[src/verilog/rix_defines.svh]
// Bus widths, memory ID split, frame size width and burst length for the display read path
`ifndef RIX_DEFINES_SVH
`define RIX_DEFINES_SVH

// Byte address width of the memory port
`define RIX_ADDR_WIDTH 32

// Memory word width, one pixel per word
`define RIX_DATA_WIDTH 32

// ID width on the memory side of the arbiter
`define RIX_ID_WIDTH 8

// Upper ID bits that carry the requesting port index
`define RIX_PORT_TAG_BITS 3

// ID width seen by each port
`define RIX_PORT_ID_WIDTH (`RIX_ID_WIDTH - `RIX_PORT_TAG_BITS)

// Width of the frame size in pixels
`define RIX_FB_SIZE_LG 20

// Longest read burst in beats
`define RIX_BURST_BEATS 16

`endif
[src/verilog/rix_disp_pkg.sv]
// Framebuffer swap command and display stream beat types
`default_nettype none

`include "rix_defines.svh"

package rix_disp_pkg;

    // Start byte address and pixel count of the frame to be shown
    typedef struct packed {
        logic [`RIX_ADDR_WIDTH - 1 : 0]     addr;
        logic [`RIX_FB_SIZE_LG - 1 : 0]     size;
    } fb_cmd_t;

    // One pixel on the display stream, last marks the final pixel of the frame
    typedef struct packed {
        logic [`RIX_DATA_WIDTH - 1 : 0]     data;
        logic                               last;
    } disp_beat_t;

endpackage

`default_nettype wire

[src/verilog/rix_mem_pkg.sv]
// Memory read request and read beat types, memory side and port side
`default_nettype none

`include "rix_defines.svh"

package rix_mem_pkg;

    // Read request as it leaves the arbiter, len is beats minus one
    typedef struct packed {
        logic [`RIX_ID_WIDTH - 1 : 0]       id;
        logic [`RIX_ADDR_WIDTH - 1 : 0]     addr;
        logic [7 : 0]                       len;
    } mem_ar_t;

    typedef struct packed {
        logic [`RIX_PORT_ID_WIDTH - 1 : 0]  id;
        logic [`RIX_ADDR_WIDTH - 1 : 0]     addr;
        logic [7 : 0]                       len;
    } port_ar_t;

    // One beat of read data
    typedef struct packed {
        logic [`RIX_ID_WIDTH - 1 : 0]       id;
        logic [`RIX_DATA_WIDTH - 1 : 0]     data;
        logic                               last;
    } mem_r_t;

    typedef struct packed {
        logic [`RIX_PORT_ID_WIDTH - 1 : 0]  id;
        logic [`RIX_DATA_WIDTH - 1 : 0]     data;
        logic                               last;
    } port_r_t;

endpackage

`default_nettype wire

[src/verilog/rix_display_top.sv]
// Display read path top level joining the framebuffer reader and texture port on one memory port
`timescale 1ns/1ps
`default_nettype none

module rix_display_top (
    input  wire                             aclk,
    input  wire                             rst_n,
    input  wire                             swap_fb,
    input  wire rix_disp_pkg::fb_cmd_t      fb_cmd,
    output wire                             fb_swapped,
    output wire                             m_disp_valid,
    input  wire                             m_disp_ready,
    output wire rix_disp_pkg::disp_beat_t   m_disp,
    input  wire                             s_tex_ar_valid,
    output wire                             s_tex_ar_ready,
    input  wire rix_mem_pkg::port_ar_t      s_tex_ar,
    output wire                             s_tex_r_valid,
    input  wire                             s_tex_r_ready,
    output wire rix_mem_pkg::port_r_t       s_tex_r,
    output wire                             m_ar_valid,
    input  wire                             m_ar_ready,
    output wire rix_mem_pkg::mem_ar_t       m_ar,
    input  wire                             m_r_valid,
    output wire                             m_r_ready,
    input  wire rix_mem_pkg::mem_r_t        m_r
);
    // Reader side of the arbiter, port 0
    wire                            rd_ar_valid;
    wire                            rd_ar_ready;
    wire rix_mem_pkg::port_ar_t     rd_ar;
    wire                            rd_r_valid;
    wire                            rd_r_ready;
    wire rix_mem_pkg::port_r_t      rd_r;

    rix_fb_reader fb_reader (
        .aclk(aclk),
        .rst_n(rst_n),
        .swap_fb(swap_fb),
        .fb_cmd(fb_cmd),
        .fb_swapped(fb_swapped),
        .m_ar_valid(rd_ar_valid),
        .m_ar_ready(rd_ar_ready),
        .m_ar(rd_ar),
        .m_r_valid(rd_r_valid),
        .m_r_ready(rd_r_ready),
        .m_r(rd_r),
        .m_disp_valid(m_disp_valid),
        .m_disp_ready(m_disp_ready),
        .m_disp(m_disp)
    );

    // Texture port takes index 1
    rix_read_arbiter #(
        .N_PORTS(2)
    ) read_arbiter (
        .aclk(aclk),
        .rst_n(rst_n),
        .s_ar_valid({s_tex_ar_valid, rd_ar_valid}),
        .s_ar_ready({s_tex_ar_ready, rd_ar_ready}),
        .s_ar({s_tex_ar, rd_ar}),
        .s_r_valid({s_tex_r_valid, rd_r_valid}),
        .s_r_ready({s_tex_r_ready, rd_r_ready}),
        .s_r({s_tex_r, rd_r}),
        .m_ar_valid(m_ar_valid),
        .m_ar_ready(m_ar_ready),
        .m_ar(m_ar),
        .m_r_valid(m_r_valid),
        .m_r_ready(m_r_ready),
        .m_r(m_r)
    );

endmodule

`default_nettype wire

[src/verilog/rix_fb_reader.sv]
// Framebuffer reader that bursts a swapped frame from memory onto the display stream
`timescale 1ns/1ps
`default_nettype none

`include "rix_defines.svh"

module rix_fb_reader (
    input  wire                             aclk,
    input  wire                             rst_n,
    input  wire                             swap_fb,
    input  wire rix_disp_pkg::fb_cmd_t      fb_cmd,
    output logic                            fb_swapped,
    output logic                            m_ar_valid,
    input  wire                             m_ar_ready,
    output rix_mem_pkg::port_ar_t           m_ar,
    input  wire                             m_r_valid,
    output logic                            m_r_ready,
    input  wire rix_mem_pkg::port_r_t       m_r,
    output logic                            m_disp_valid,
    input  wire                             m_disp_ready,
    output rix_disp_pkg::disp_beat_t        m_disp
);
    localparam int ADDR_W     = `RIX_ADDR_WIDTH;
    localparam int SIZE_W     = `RIX_FB_SIZE_LG;
    localparam int BURST      = `RIX_BURST_BEATS;
    localparam int FIFO_DEPTH = 2 * BURST;
    localparam int FREE_W     = $clog2(FIFO_DEPTH + 1);

    typedef enum logic {ST_IDLE, ST_BUSY} state_t;

    state_t                     state;
    logic [ADDR_W - 1 : 0]      next_addr;
    logic [SIZE_W - 1 : 0]      frame_size;
    logic [SIZE_W - 1 : 0]      req_left;
    logic [SIZE_W - 1 : 0]      recv_cnt;
    logic [SIZE_W - 1 : 0]      sent_cnt;
    logic [SIZE_W - 1 : 0]      burst_beats;
    logic [FREE_W - 1 : 0]      reserved;
    logic [FREE_W - 1 : 0]      fifo_free;
    logic                       issue;
    logic                       beat_in;
    logic                       disp_fire;
    rix_disp_pkg::disp_beat_t   fifo_in;

    assign burst_beats = (req_left > SIZE_W'(BURST)) ? SIZE_W'(BURST) : req_left;

    // Reserved beats are requested but not yet in the FIFO, so they already own slots
    assign issue = (state == ST_BUSY) && !m_ar_valid && (req_left != '0)
                && (fifo_free >= reserved + FREE_W'(BURST));

    assign m_r_ready = (state == ST_BUSY);
    assign beat_in   = m_r_valid && m_r_ready;
    assign disp_fire = m_disp_valid && m_disp_ready;
    assign fifo_in   = '{data: m_r.data, last: (recv_cnt == frame_size - 1'b1)};

    always_ff @(posedge aclk)
    begin
        if (!rst_n)
        begin
            state      <= ST_IDLE;
            m_ar_valid <= 1'b0;
            fb_swapped <= 1'b0;
            req_left   <= '0;
            recv_cnt   <= '0;
            sent_cnt   <= '0;
            reserved   <= '0;
        end
        else
        begin
            fb_swapped <= 1'b0;
            if (m_ar_valid && m_ar_ready)
                m_ar_valid <= 1'b0;
            if (issue)
            begin
                m_ar_valid <= 1'b1;
                req_left   <= req_left - burst_beats;
            end
            reserved <= reserved + (issue ? FREE_W'(burst_beats) : '0)
                      - (beat_in ? FREE_W'(1) : '0);
            if (beat_in)
                recv_cnt <= recv_cnt + 1'b1;
            if (disp_fire)
                sent_cnt <= sent_cnt + 1'b1;

            case (state)
                ST_IDLE:
                begin
                    if (swap_fb)
                    begin
                        state    <= ST_BUSY;
                        req_left <= fb_cmd.size;
                        recv_cnt <= '0;
                        sent_cnt <= '0;
                    end
                end
                ST_BUSY:
                begin
                    // The frame is released only once its final pixel has left
                    if (disp_fire && (sent_cnt == frame_size - 1'b1))
                    begin
                        fb_swapped <= 1'b1;
                        state      <= ST_IDLE;
                    end
                end
                default: state <= ST_IDLE;
            endcase
        end
    end

    always_ff @(posedge aclk)
    begin
        if ((state == ST_IDLE) && swap_fb)
        begin
            next_addr  <= fb_cmd.addr;
            frame_size <= fb_cmd.size;
        end
        if (issue)
        begin
            m_ar      <= '{id: '0, addr: next_addr, len: 8'(burst_beats - 1'b1)};
            next_addr <= next_addr + (ADDR_W'(burst_beats) << 2);
        end
    end

    rix_stream_fifo #(
        .payload_t(rix_disp_pkg::disp_beat_t),
        .DEPTH(FIFO_DEPTH)
    ) disp_fifo (
        .aclk(aclk),
        .rst_n(rst_n),
        .in_valid(beat_in),
        .in_ready(),
        .in_data(fifo_in),
        .out_valid(m_disp_valid),
        .out_ready(m_disp_ready),
        .out_data(m_disp),
        .free_slots(fifo_free)
    );

    a_no_beat_idle: assert property (@(posedge aclk) disable iff (!rst_n)
        m_r_valid |-> (state == ST_BUSY));

endmodule

`default_nettype wire

[src/verilog/rix_read_arbiter.sv]
// Round-robin read request arbiter with port tagging of IDs and read beat routing
`timescale 1ns/1ps
`default_nettype none

`include "rix_defines.svh"

module rix_read_arbiter #(
    parameter int N_PORTS = 2
) (
    input  wire                                         aclk,
    input  wire                                         rst_n,
    input  wire [N_PORTS - 1 : 0]                       s_ar_valid,
    output logic [N_PORTS - 1 : 0]                      s_ar_ready,
    input  wire rix_mem_pkg::port_ar_t [N_PORTS - 1 : 0] s_ar,
    output logic [N_PORTS - 1 : 0]                      s_r_valid,
    input  wire [N_PORTS - 1 : 0]                       s_r_ready,
    output rix_mem_pkg::port_r_t [N_PORTS - 1 : 0]      s_r,
    output logic                                        m_ar_valid,
    input  wire                                         m_ar_ready,
    output rix_mem_pkg::mem_ar_t                        m_ar,
    input  wire                                         m_r_valid,
    output logic                                        m_r_ready,
    input  wire rix_mem_pkg::mem_r_t                    m_r
);
    localparam int TAG_W = `RIX_PORT_TAG_BITS;
    localparam int ID_W  = `RIX_ID_WIDTH;
    localparam int PID_W = `RIX_PORT_ID_WIDTH;

    logic [TAG_W - 1 : 0]   rr_ptr;
    logic [TAG_W - 1 : 0]   grant_idx;
    logic [TAG_W - 1 : 0]   r_tag;
    logic                   grant_valid;
    logic                   fifo_in_ready;
    logic                   ar_push;
    rix_mem_pkg::mem_ar_t   fifo_in;

    // Search starts at the port after the last winner
    always_comb
    begin
        int idx;
        grant_valid = 1'b0;
        grant_idx   = '0;
        for (int i = 0; i < N_PORTS; i++)
        begin
            idx = int'(rr_ptr) + i;
            if (idx >= N_PORTS)
                idx = idx - N_PORTS;
            if (!grant_valid && s_ar_valid[idx])
            begin
                grant_valid = 1'b1;
                grant_idx   = TAG_W'(idx);
            end
        end
    end

    always_comb
    begin
        for (int p = 0; p < N_PORTS; p++)
            s_ar_ready[p] = grant_valid && fifo_in_ready && (grant_idx == TAG_W'(p));
    end

    assign ar_push = grant_valid && fifo_in_ready;
    assign fifo_in = '{id: {grant_idx, s_ar[grant_idx].id},
                       addr: s_ar[grant_idx].addr,
                       len: s_ar[grant_idx].len};

    always_ff @(posedge aclk)
    begin
        if (!rst_n)
            rr_ptr <= '0;
        else if (ar_push)
            rr_ptr <= (grant_idx == TAG_W'(N_PORTS - 1)) ? '0 : grant_idx + 1'b1;
    end

    rix_stream_fifo #(
        .payload_t(rix_mem_pkg::mem_ar_t),
        .DEPTH(2)
    ) ar_fifo (
        .aclk(aclk),
        .rst_n(rst_n),
        .in_valid(ar_push),
        .in_ready(fifo_in_ready),
        .in_data(fifo_in),
        .out_valid(m_ar_valid),
        .out_ready(m_ar_ready),
        .out_data(m_ar),
        .free_slots()
    );

    // Beats go back to the port named by the upper ID bits, tag stripped
    assign r_tag = m_r.id[ID_W - 1 -: TAG_W];

    always_comb
    begin
        m_r_ready = 1'b0;
        for (int p = 0; p < N_PORTS; p++)
        begin
            s_r_valid[p] = m_r_valid && (r_tag == TAG_W'(p));
            s_r[p]       = '{id: m_r.id[PID_W - 1 : 0], data: m_r.data, last: m_r.last};
            if (r_tag == TAG_W'(p))
                m_r_ready = s_r_ready[p];
        end
    end

    a_tag_range: assert property (@(posedge aclk) disable iff (!rst_n)
        m_r_valid |-> (int'(r_tag) < N_PORTS));

    for (genvar p = 0; p < N_PORTS; p++)
    begin : g_hold_chk
        a_req_stable: assert property (@(posedge aclk) disable iff (!rst_n)
            s_ar_valid[p] && !s_ar_ready[p] |=> s_ar_valid[p] && $stable(s_ar[p]));
    end

endmodule

`default_nettype wire

[src/verilog/rix_stream_fifo.sv]
// Synchronous valid/ready FIFO with a type-parameterized payload and free-slot count
`timescale 1ns/1ps
`default_nettype none

module rix_stream_fifo #(
    parameter type payload_t = logic,
    // Must be at least 2
    parameter int  DEPTH     = 4
) (
    input  wire                               aclk,
    input  wire                               rst_n,
    input  wire                               in_valid,
    output logic                              in_ready,
    input  wire payload_t                     in_data,
    output logic                              out_valid,
    input  wire                               out_ready,
    output payload_t                          out_data,
    output logic [$clog2(DEPTH + 1) - 1 : 0]  free_slots
);
    localparam int PTR_W = $clog2(DEPTH);
    localparam int CNT_W = $clog2(DEPTH + 1);

    payload_t           mem [DEPTH];
    logic [PTR_W - 1:0] wr_ptr;
    logic [PTR_W - 1:0] rd_ptr;
    logic [CNT_W - 1:0] count;
    logic               push;
    logic               pop;

    function automatic logic [PTR_W - 1:0] ptr_inc(input logic [PTR_W - 1:0] ptr);
        return (ptr == PTR_W'(DEPTH - 1)) ? '0 : ptr + 1'b1;
    endfunction

    assign push       = in_valid && in_ready;
    assign pop        = out_valid && out_ready;
    assign in_ready   = (count != CNT_W'(DEPTH));
    assign out_valid  = (count != '0);
    assign out_data   = mem[rd_ptr];
    assign free_slots = CNT_W'(DEPTH) - count;

    always_ff @(posedge aclk)
    begin
        if (!rst_n)
        begin
            wr_ptr <= '0;
            rd_ptr <= '0;
            count  <= '0;
        end
        else
        begin
            if (push)
                wr_ptr <= ptr_inc(wr_ptr);
            if (pop)
                rd_ptr <= ptr_inc(rd_ptr);
            if (push && !pop)
                count <= count + 1'b1;
            else if (!push && pop)
                count <= count - 1'b1;
        end
    end

    always_ff @(posedge aclk)
    begin
        if (push)
            mem[wr_ptr] <= in_data;
    end

    // A write offered while full has to wait with its data, otherwise the beat is lost
    a_no_overflow: assert property (@(posedge aclk) disable iff (!rst_n)
        in_valid && !in_ready |=> in_valid && $stable(in_data));

endmodule

`default_nettype wire

[config.mk]
export PLATFORM = sky130hd
export DESIGN_NAME = rix_display_top
export DESIGN_NICKNAME = d
export VERILOG_FILES = /design/src/verilog/rix_disp_pkg.sv /design/src/verilog/rix_mem_pkg.sv /design/src/verilog/rix_display_top.sv /design/src/verilog/rix_fb_reader.sv /design/src/verilog/rix_read_arbiter.sv /design/src/verilog/rix_stream_fifo.sv
export VERILOG_INCLUDE_DIRS = /design/src /design/src/verilog
export SDC_FILE = /design/constraint.sdc
export NUM_CORES = 1
export LEC_CHECK = 0
export BUFFER_PORTS_ARGS = -buffer_cell sky130_fd_sc_hd__buf_2
export CAP_MARGIN = 30
export CELL_PAD_IN_SITES_DETAIL_PLACEMENT = 2
export CELL_PAD_IN_SITES_GLOBAL_PLACEMENT = 2
export CORE_ASPECT_RATIO = 0.6
export CORE_MARGIN = 2
export CORE_UTILIZATION = 47
export CTS_BUF_LIST = sky130_fd_sc_hd__clkbuf_4 sky130_fd_sc_hd__clkbuf_8 sky130_fd_sc_hd__clkbuf_16
export DETAILED_ROUTE_END_ITERATION = 10
export PLACE_DENSITY_LB_ADDON = 0.1
export SYNTH_ARGS = -nofsm -noshare
export SYNTH_HDL_FRONTEND = slang
export SYNTH_SLANG_ARGS = --single-unit
[constraint.sdc]
create_clock -name aclk -period 6.25 [get_ports aclk]
set_input_delay 0.9375 -clock aclk [delete_from_list [all_inputs] [get_ports aclk]]
set_output_delay 0.9375 -clock aclk [all_outputs]
set_load 0.01 [all_outputs]
==> results of run 1 <==
## stage by stage
step	setup slack [ns]	area [sq um]	hold WS (ns)	instances
3_3_place_gp	0.988	57900	0.409	4617
2_1_floorplan	1.47	54600	0.400	2935
## logic make-up after synthesis
family	count (synthesis)	synth area share (%)
flops	1342	72.1
buf+inv	214	1.77
fa+ha+maj	59	1.40
xor+xnor	142	2.28
simple gates	558	4.84
compound gates	181	2.04
other cells	2	0.0138
mux	424	15.6
==> run summary, run 1 <==
YS warnings: 0
number of synthesized register bits: 1342
number of distinct library cells after synthesis: 75
Last stage: detailed placement
PortBufs: 258
Avg Inst Size Synth: 18.7 sq um
First Error: [ERROR DPL-0033] detailed placement checks failed during check placement.
Most used DFF post-synth: edfxtp_1
die width: 444 um
asr flop ratio synth: 0%
largest area contributor in the netlist: edfxtp_1
IO Pins: 271
top cell type's share of synthesized area: 68.5%
routability cong.: 0.799
outcome: did not finish
Initial Util: 47.5%
Post-Syn Area: 0.0545 sq mm
most common library cells after synthesis: 1244 x edfxtp_1, 330 x mux4_2, 204 x nand2_1
Seq/Total Area, Yosys: 72.1%
Synth area leaders: edfxtp_1 69%, mux4_2 14%, dfxtp_1 3.6%
number of synthesized flops with an enable pin: 1244
hpwl dp: 111000 um
top-count cell post-synth: edfxtp_1
row count: 96
Die Y: 268 um
cell count after synthesis: 2922
==> run 2: changes to the inputs <==
--- a/config.mk
+++ b/config.mk
@@ -8,14 +8,10 @@
 export LEC_CHECK = 0
 export BUFFER_PORTS_ARGS = -buffer_cell sky130_fd_sc_hd__buf_2
 export CAP_MARGIN = 30
-export CELL_PAD_IN_SITES_DETAIL_PLACEMENT = 2
-export CELL_PAD_IN_SITES_GLOBAL_PLACEMENT = 2
-export CORE_ASPECT_RATIO = 0.6
 export CORE_MARGIN = 2
-export CORE_UTILIZATION = 47
-export CTS_BUF_LIST = sky130_fd_sc_hd__clkbuf_4 sky130_fd_sc_hd__clkbuf_8 sky130_fd_sc_hd__clkbuf_16
+export CORE_UTILIZATION = 40
 export DETAILED_ROUTE_END_ITERATION = 10
-export PLACE_DENSITY_LB_ADDON = 0.1
+export PLACE_DENSITY_LB_ADDON = 0.15
 export SYNTH_ARGS = -nofsm -noshare
 export SYNTH_HDL_FRONTEND = slang
 export SYNTH_SLANG_ARGS = --single-unit
==> run 2 against run 1 <==
  * The run now ends clean
  * Synthesized cell count unchanged
  * Area after synthesis unchanged
==> run summary, run 2 <==
worst skew pair latency: 0.77 ns
area growth from synthesis to layout: 15.6%
die width: 373 um
Tightest Pin Transition: 1.02 ns
number of synthesized flops with an enable pin: 1244
number of distinct library cells after synthesis: 75
commonest non-fill, non-tap cell in the layout: edfxtp_1
dpl cells: 4895
row count: 135
worst r2r src: fb_reader.req_left[5]
Sw Ratio: 26.9%
top-count cell post-synth: edfxtp_1
Root Driver: clkbuf_16
max FFs per register: 1056
vias in the first global route: 29600
cell count after synthesis: 2922
number of synthesized register bits: 1342
Largest Register: fb_reader.disp_fifo.mem
Clock Skew: 0.0203 ns
first-pass GRT wire length: 195000 um
routability cong.: 0.785
Power per Cell Area: 377 mW/mm^2
commonest non-fill, non-tap cells in the layout: 1244 x edfxtp_1, 330 x mux4_2, 258 x buf_2
# H-tree levels: 4
Critical Path RT: 6.85 ns
NumNets Final: 3469
fin. max-slew vios: 0
largest area contributor in the netlist: edfxtp_1
drt first pass iters: 5
hpwl dp: 78600 um
Post-Syn Area: 0.0545 sq mm
Most used DFF post-synth: edfxtp_1
RSZ-0062 raised after global routing: false
Die Y: 373 um
P_sw: 6.40 mW
maximum vdd ir drop: 0.252 mV
Slew headroom: 32.2%
vias: 28200
Synth area leaders: edfxtp_1 69%, mux4_2 14%, dfxtp_1 3.6%
worst hold path class: in -> reg
asr flop ratio synth: 0%
clock buffer depth: 3
worst setup path startpoint: fb_reader.req_left[5]
reg2reg path depth: 17
CP Capture Type: flop
Max-Cap Viols: 0
Reg clk slew, reported paths: 0.06 ns
R2R Path End: fb_reader.next_addr[24]
pre-CTS WS: 1.04 ns
CP endpoint: fb_reader.next_addr[24]
Remaining DRCs: 0
final period utilization: 84.8%
critical path type: reg -> reg
total CTS buffers: 147
most common library cells after synthesis: 1244 x edfxtp_1, 330 x mux4_2, 204 x nand2_1
Logic pwr share: 20.4%
initial antenna violation count: 6
PortBufs: 258
outcome: completed
clock sink count: 1342
Final Routed Wirelength: 131000 um
post-CTS sizing: 0
Fmax: 189 MHz
clock period minus worst slack: 5.30 ns
Seq/Total Area, Yosys: 72.1%
Avg Inst Size Synth: 18.7 sq um
crit-path max FO: 10
Final WS setup: 0.951 ns
Die Area: 0.139 sq mm
P_int: 17.4 mW
YS warnings: 0
IO Pins: 271
largest net degree at the start of global routing: 67
clock share of power: 34.1%
# hold bufs at CTS: 0
Leak Pwr: 20.4 nW
# setup viols final: 0
biggest regs: fb_reader.disp_fifo.mem: 1056 flops, read_arbiter.ar_fifo.mem: 96 flops, fb_reader.m_ar: 40 flops
share of cells above drive strength 1: 30.0%
Std-Cell Core Area: 0.135 sq mm
Post-CTS Repair Setup Buffers: 0
Congestion Overflow GR: 0
Initial Util: 40.3%
fin cells: 5164
Seq pwr share: 45.5%
startpoint types: flop
CTS tree: done
final antenna-violating net count: 0
top cell type's share of synthesized area: 68.5%
DR vias/cell: 5.46
CP arrival: 5.90 ns
worst reg-to-reg setup slack: 0.95 ns
setup_tns: 0 ns
Hold Violations, Final: 0
final hold slack: 0.377 ns
Total Routing Usage GR: 18.9%
Wirelength per Cell: 25.4 um
Initial DRC Count: 2437
==> run 2: cell counts after synthesis <==
Identical to the previous run, type by type.
==> run 2: cell families (layout without fill, tap and decap cells) <==
family | Yosys count | after routing | synth area share, %
other | 2 | 17 | 0.0138
AO/OA/AOI/OAI | 181 | 181 | 2.04
multiplexers | 424 | 424 | 15.6
XOR/XNOR | 142 | 142 | 2.28
flip-flops | 1342 | 1342 | 72.1
buffers and inverters | 214 | 660 | 1.77
AND/OR/NAND/NOR | 558 | 558 | 4.84
adder cells (fa/ha/maj) | 59 | 59 | 1.40
==> run 2: final cells by class <==
type | count | area [sq um]
clock inverter | 71 | 561
inverter | 52 | 195
tap | 1781 | 2230
clock buffer | 195 | 3920
sequential | 1342 | 39300
fill | 11400 | 72300
antenna | 2 | 5.00
multi-input combinational | 1379 | 14600
timing repair buffer | 342 | 2220
==> run 2: how the worst min path moves through the flow <==
stage / endpoint / cells past startpoint / from / slack, ns
4_1_cts: fb_reader.frame_size[13] / 1 / fb_cmd[13] / 0.30
5_1_grt: fb_reader.frame_size[13] / 1 / fb_cmd[13] / 0.32
2_1_floorplan: fb_reader.m_ar[8] / 0 / fb_reader.next_addr[0] / 0.40
6_report: fb_reader.frame_size[13] / 1 / fb_cmd[13] / 0.38
3_3_place_gp: fb_reader.m_ar[8] / 0 / fb_reader.next_addr[0] / 0.40
3_5_place_dp: fb_reader.m_ar[8] / 0 / fb_reader.next_addr[0] / 0.41
==> run 2: power groups by stage <==
stage	combinational, mW	clock (mW)	sequential (mW)
detailed placement	4.92	0	11.0
global route	5.31	8.65	10.9
finish	4.84	8.10	10.8
CTS	4.94	8.29	10.8
floorplan	3.48	0	10.8
global placement	4.77	0	11.0
==> run 2: per-layer routing <==
metal  global-route usage, %  vias up  share of wire, %
met5                       0        -                 0
met4                    4.23        0               1.6
met3                    3.53      163               5.2
met2                    32.0      794                50
met1                    25.3    14900                43
li1                        -    12300                 -
==> run 2: metrics by stage <==
stage          power (mW)  util, %  area, sq um
3_3_place_gp         15.8     43.1        58300
3_5_place_dp         15.9     43.2        58500
5_1_grt              24.8     46.6        63000
6_report             23.8     46.6        63000
4_1_cts              24.0     46.6        63000
2_1_floorplan        14.3        -        54600
==> run 2: worst max-delay path, stage by stage (launching register included) <==
cell and delay [ns]:
dfxtp_1 0.35, or4_4 0.58, or4_4 0.48, nor3_4 0.40, and2_2 0.27, nand2_1 0.12, inv_1 0.09, ha_1 0.17
inv_1 0.06, fa_1 0.40, nand2b_1 0.18, a21oi_1 0.30, o311ai_0 0.19, and4_1 0.23, or3_1 0.41, and3_1 0.24
or4_1 0.49, a31oi_1 0.19
(Power assumes the default switching activity.)
==> run 3: changes to the inputs <==
==> constraint.sdc (replaced) <==
create_clock -name aclk -period 5 [get_ports aclk]
set_input_delay 0.75 -clock aclk [delete_from_list [all_inputs] [get_ports aclk]]
set_output_delay 0.75 -clock aclk [all_outputs]
set_load 0.01 [all_outputs]
==> run 3 against run 2 <==
  * First-iteration DRC count decreased by 6.0%
  * Non-clock buffer count shrank 1
  * Fmax increased by 10%
  * Global-route usage up 0.17 points
  * Via count fell by 0.19%
  * Highest routed layer unchanged
  * Clock skew is 0.0020 ns higher
==> run summary, run 3 (same netlist as run 2, synthesis figures left out) <==
PortBufs: 258
worst hold path depth: 1
Wirelength per Cell: 25.6 um
Reg clk slew, reported paths: 0.06 ns
Final Routed Wirelength: 132000 um
CP arrival: 5.41 ns
# H-tree levels: 4
hpwl dp: 78700 um
Die Area: 0.139 sq mm
initial antenna violation count: 8
Die Y: 373 um
die width: 373 um
Initial Util: 40.3%
pre-CTS WS: 0.158 ns
IO Pins: 271
startpoint types: flop
final period utilization: 96.1%
clock period minus worst slack: 4.81 ns
fin. max-slew vios: 0
setup_tns: 0 ns
Std-Cell Core Area: 0.135 sq mm
total CTS buffers: 145
share of cells above drive strength 1: 30.2%
commonest non-fill, non-tap cell in the layout: edfxtp_1
biggest regs: fb_reader.disp_fifo.mem: 1056 flops, read_arbiter.ar_fifo.mem: 96 flops, fb_reader.m_ar: 40 flops
Largest Register: fb_reader.disp_fifo.mem
Max-Cap Viols: 0
first-pass GRT wire length: 195000 um
outcome: completed
clock sink count: 1342
Tightest Pin Transition: 0.983 ns
Tot Pwr: 30.0 mW
design area: 0.0633 sq mm
Total Routing Usage GR: 19.0%
final hold slack: 0.180 ns
reg2reg path depth: 15
Critical Path RT: 5.60 ns
drt first pass iters: 6
routability cong.: 0.783
row count: 135
Clock Skew: 0.0223 ns
final antenna-violating net count: 0
DR vias/cell: 5.45
Congestion Overflow GR: 0
vias in the first global route: 29600
CTS tree: done
dpl cells: 4895
# setup viols final: 0
fin cells: 5164
NumNets Final: 3466
Placed Instance Area: 0.0587 sq mm
max FFs per register: 1056
Final Core Density: 46.8%
Fmax: 208 MHz
# hold bufs at CTS: 0
Slew headroom: 34.3%
clock buffer depth: 3
maximum vdd ir drop: 0.398 mV
crit-path max FO: 9
worst skew pair latency: 0.77 ns
worst hold path class: in -> reg
CP Capture Type: flop
area growth from synthesis to layout: 16.1%
Initial DRC Count: 2291
final-layout fill cell count: 11400
commonest non-fill, non-tap cells in the layout: 1244 x edfxtp_1, 330 x mux4_2, 258 x buf_2
Remaining DRCs: 0
Hold Violations, Final: 0
vias: 28100
Leak Pwr: 20.5 nW
largest net degree at the start of global routing: 120
critical path type: reg -> reg
Power per Cell Area: 474 mW/mm^2
Root Driver: clkbuf_16
Final WS setup: 0.193 ns
run 3: cell count changes in the layout (fill, tap and decap cells not counted), sizes merged:
cell      before  now
clkinv        58   56
inv           58   56
clkinvlp       2    3
diode          2    7
bufinv         5   12
buf          342  341
clkbuf       195  187
run 3: worst max-delay path, cell delays in order, from the launching register on:
cell and delay (ns):
dfxtp_1 0.35, or4_4 0.57, or4_4 0.47, nor3_4 0.20
buf_4 0.20, and3_2 0.22, inv_1 0.08, fa_1 0.45
nand2b_1 0.20, a21oi_2 0.16, o311ai_0 0.16, and4_1 0.24
or3_1 0.42, and3_2 0.24, or4_1 0.46, a31oi_1 0.20
run 3: worst paths after layout:
| check | from | end | slack [ns] |
|---|---|---|---|
| min reg2reg | fb_reader.next_addr[1] | fb_reader.m_ar[9] | 0.42 |
| max | fb_reader.req_left[5] | fb_reader.next_addr[26] | 0.19 |
| min | fb_cmd[19] | fb_reader.frame_size[19] | 0.18 |
| max reg2reg | fb_reader.req_left[5] | fb_reader.next_addr[26] | 0.19 |
run 3: where the power goes:
group / switching, mW / internal, mW
Sequential: 0.381 / 13.1
Clock: 4.37 / 6.11
Combinational: 3.27 / 2.79
Total: 8.02 / 22.0
run 3: layout make-up:
class | count | area (sq um) | area share (%)
Inverter | 52 | 195 | 0.308
Multi-Input combinational cell | 1379 | 14600 | 23.0
Antenna cell | 7 | 17.5 | 0.0277
Sequential cell | 1342 | 39300 | 62.1
Timing Repair Buffer | 341 | 2360 | 3.73
Tap cell | 1781 | 2230 | 3.52
Clock inverter | 75 | 757 | 1.20
Clock buffer | 187 | 3870 | 6.12
run 3: repair_timing:
action                                  CTS  global route
gates resized for setup                   0             3
buffers inserted                          0             0
endpoints found under the setup margin    0             3
run 3: routing by layer:
metal  part of all wire, %  global-route usage, %  vias to the layer above
li1                      -                      -                    12300
met1                    43                   25.8                    14900
met2                    50                   31.5                      732
met3                   4.9                   3.33                      202
met4                   2.3                   5.63                        0
met5                     0                      0                        -
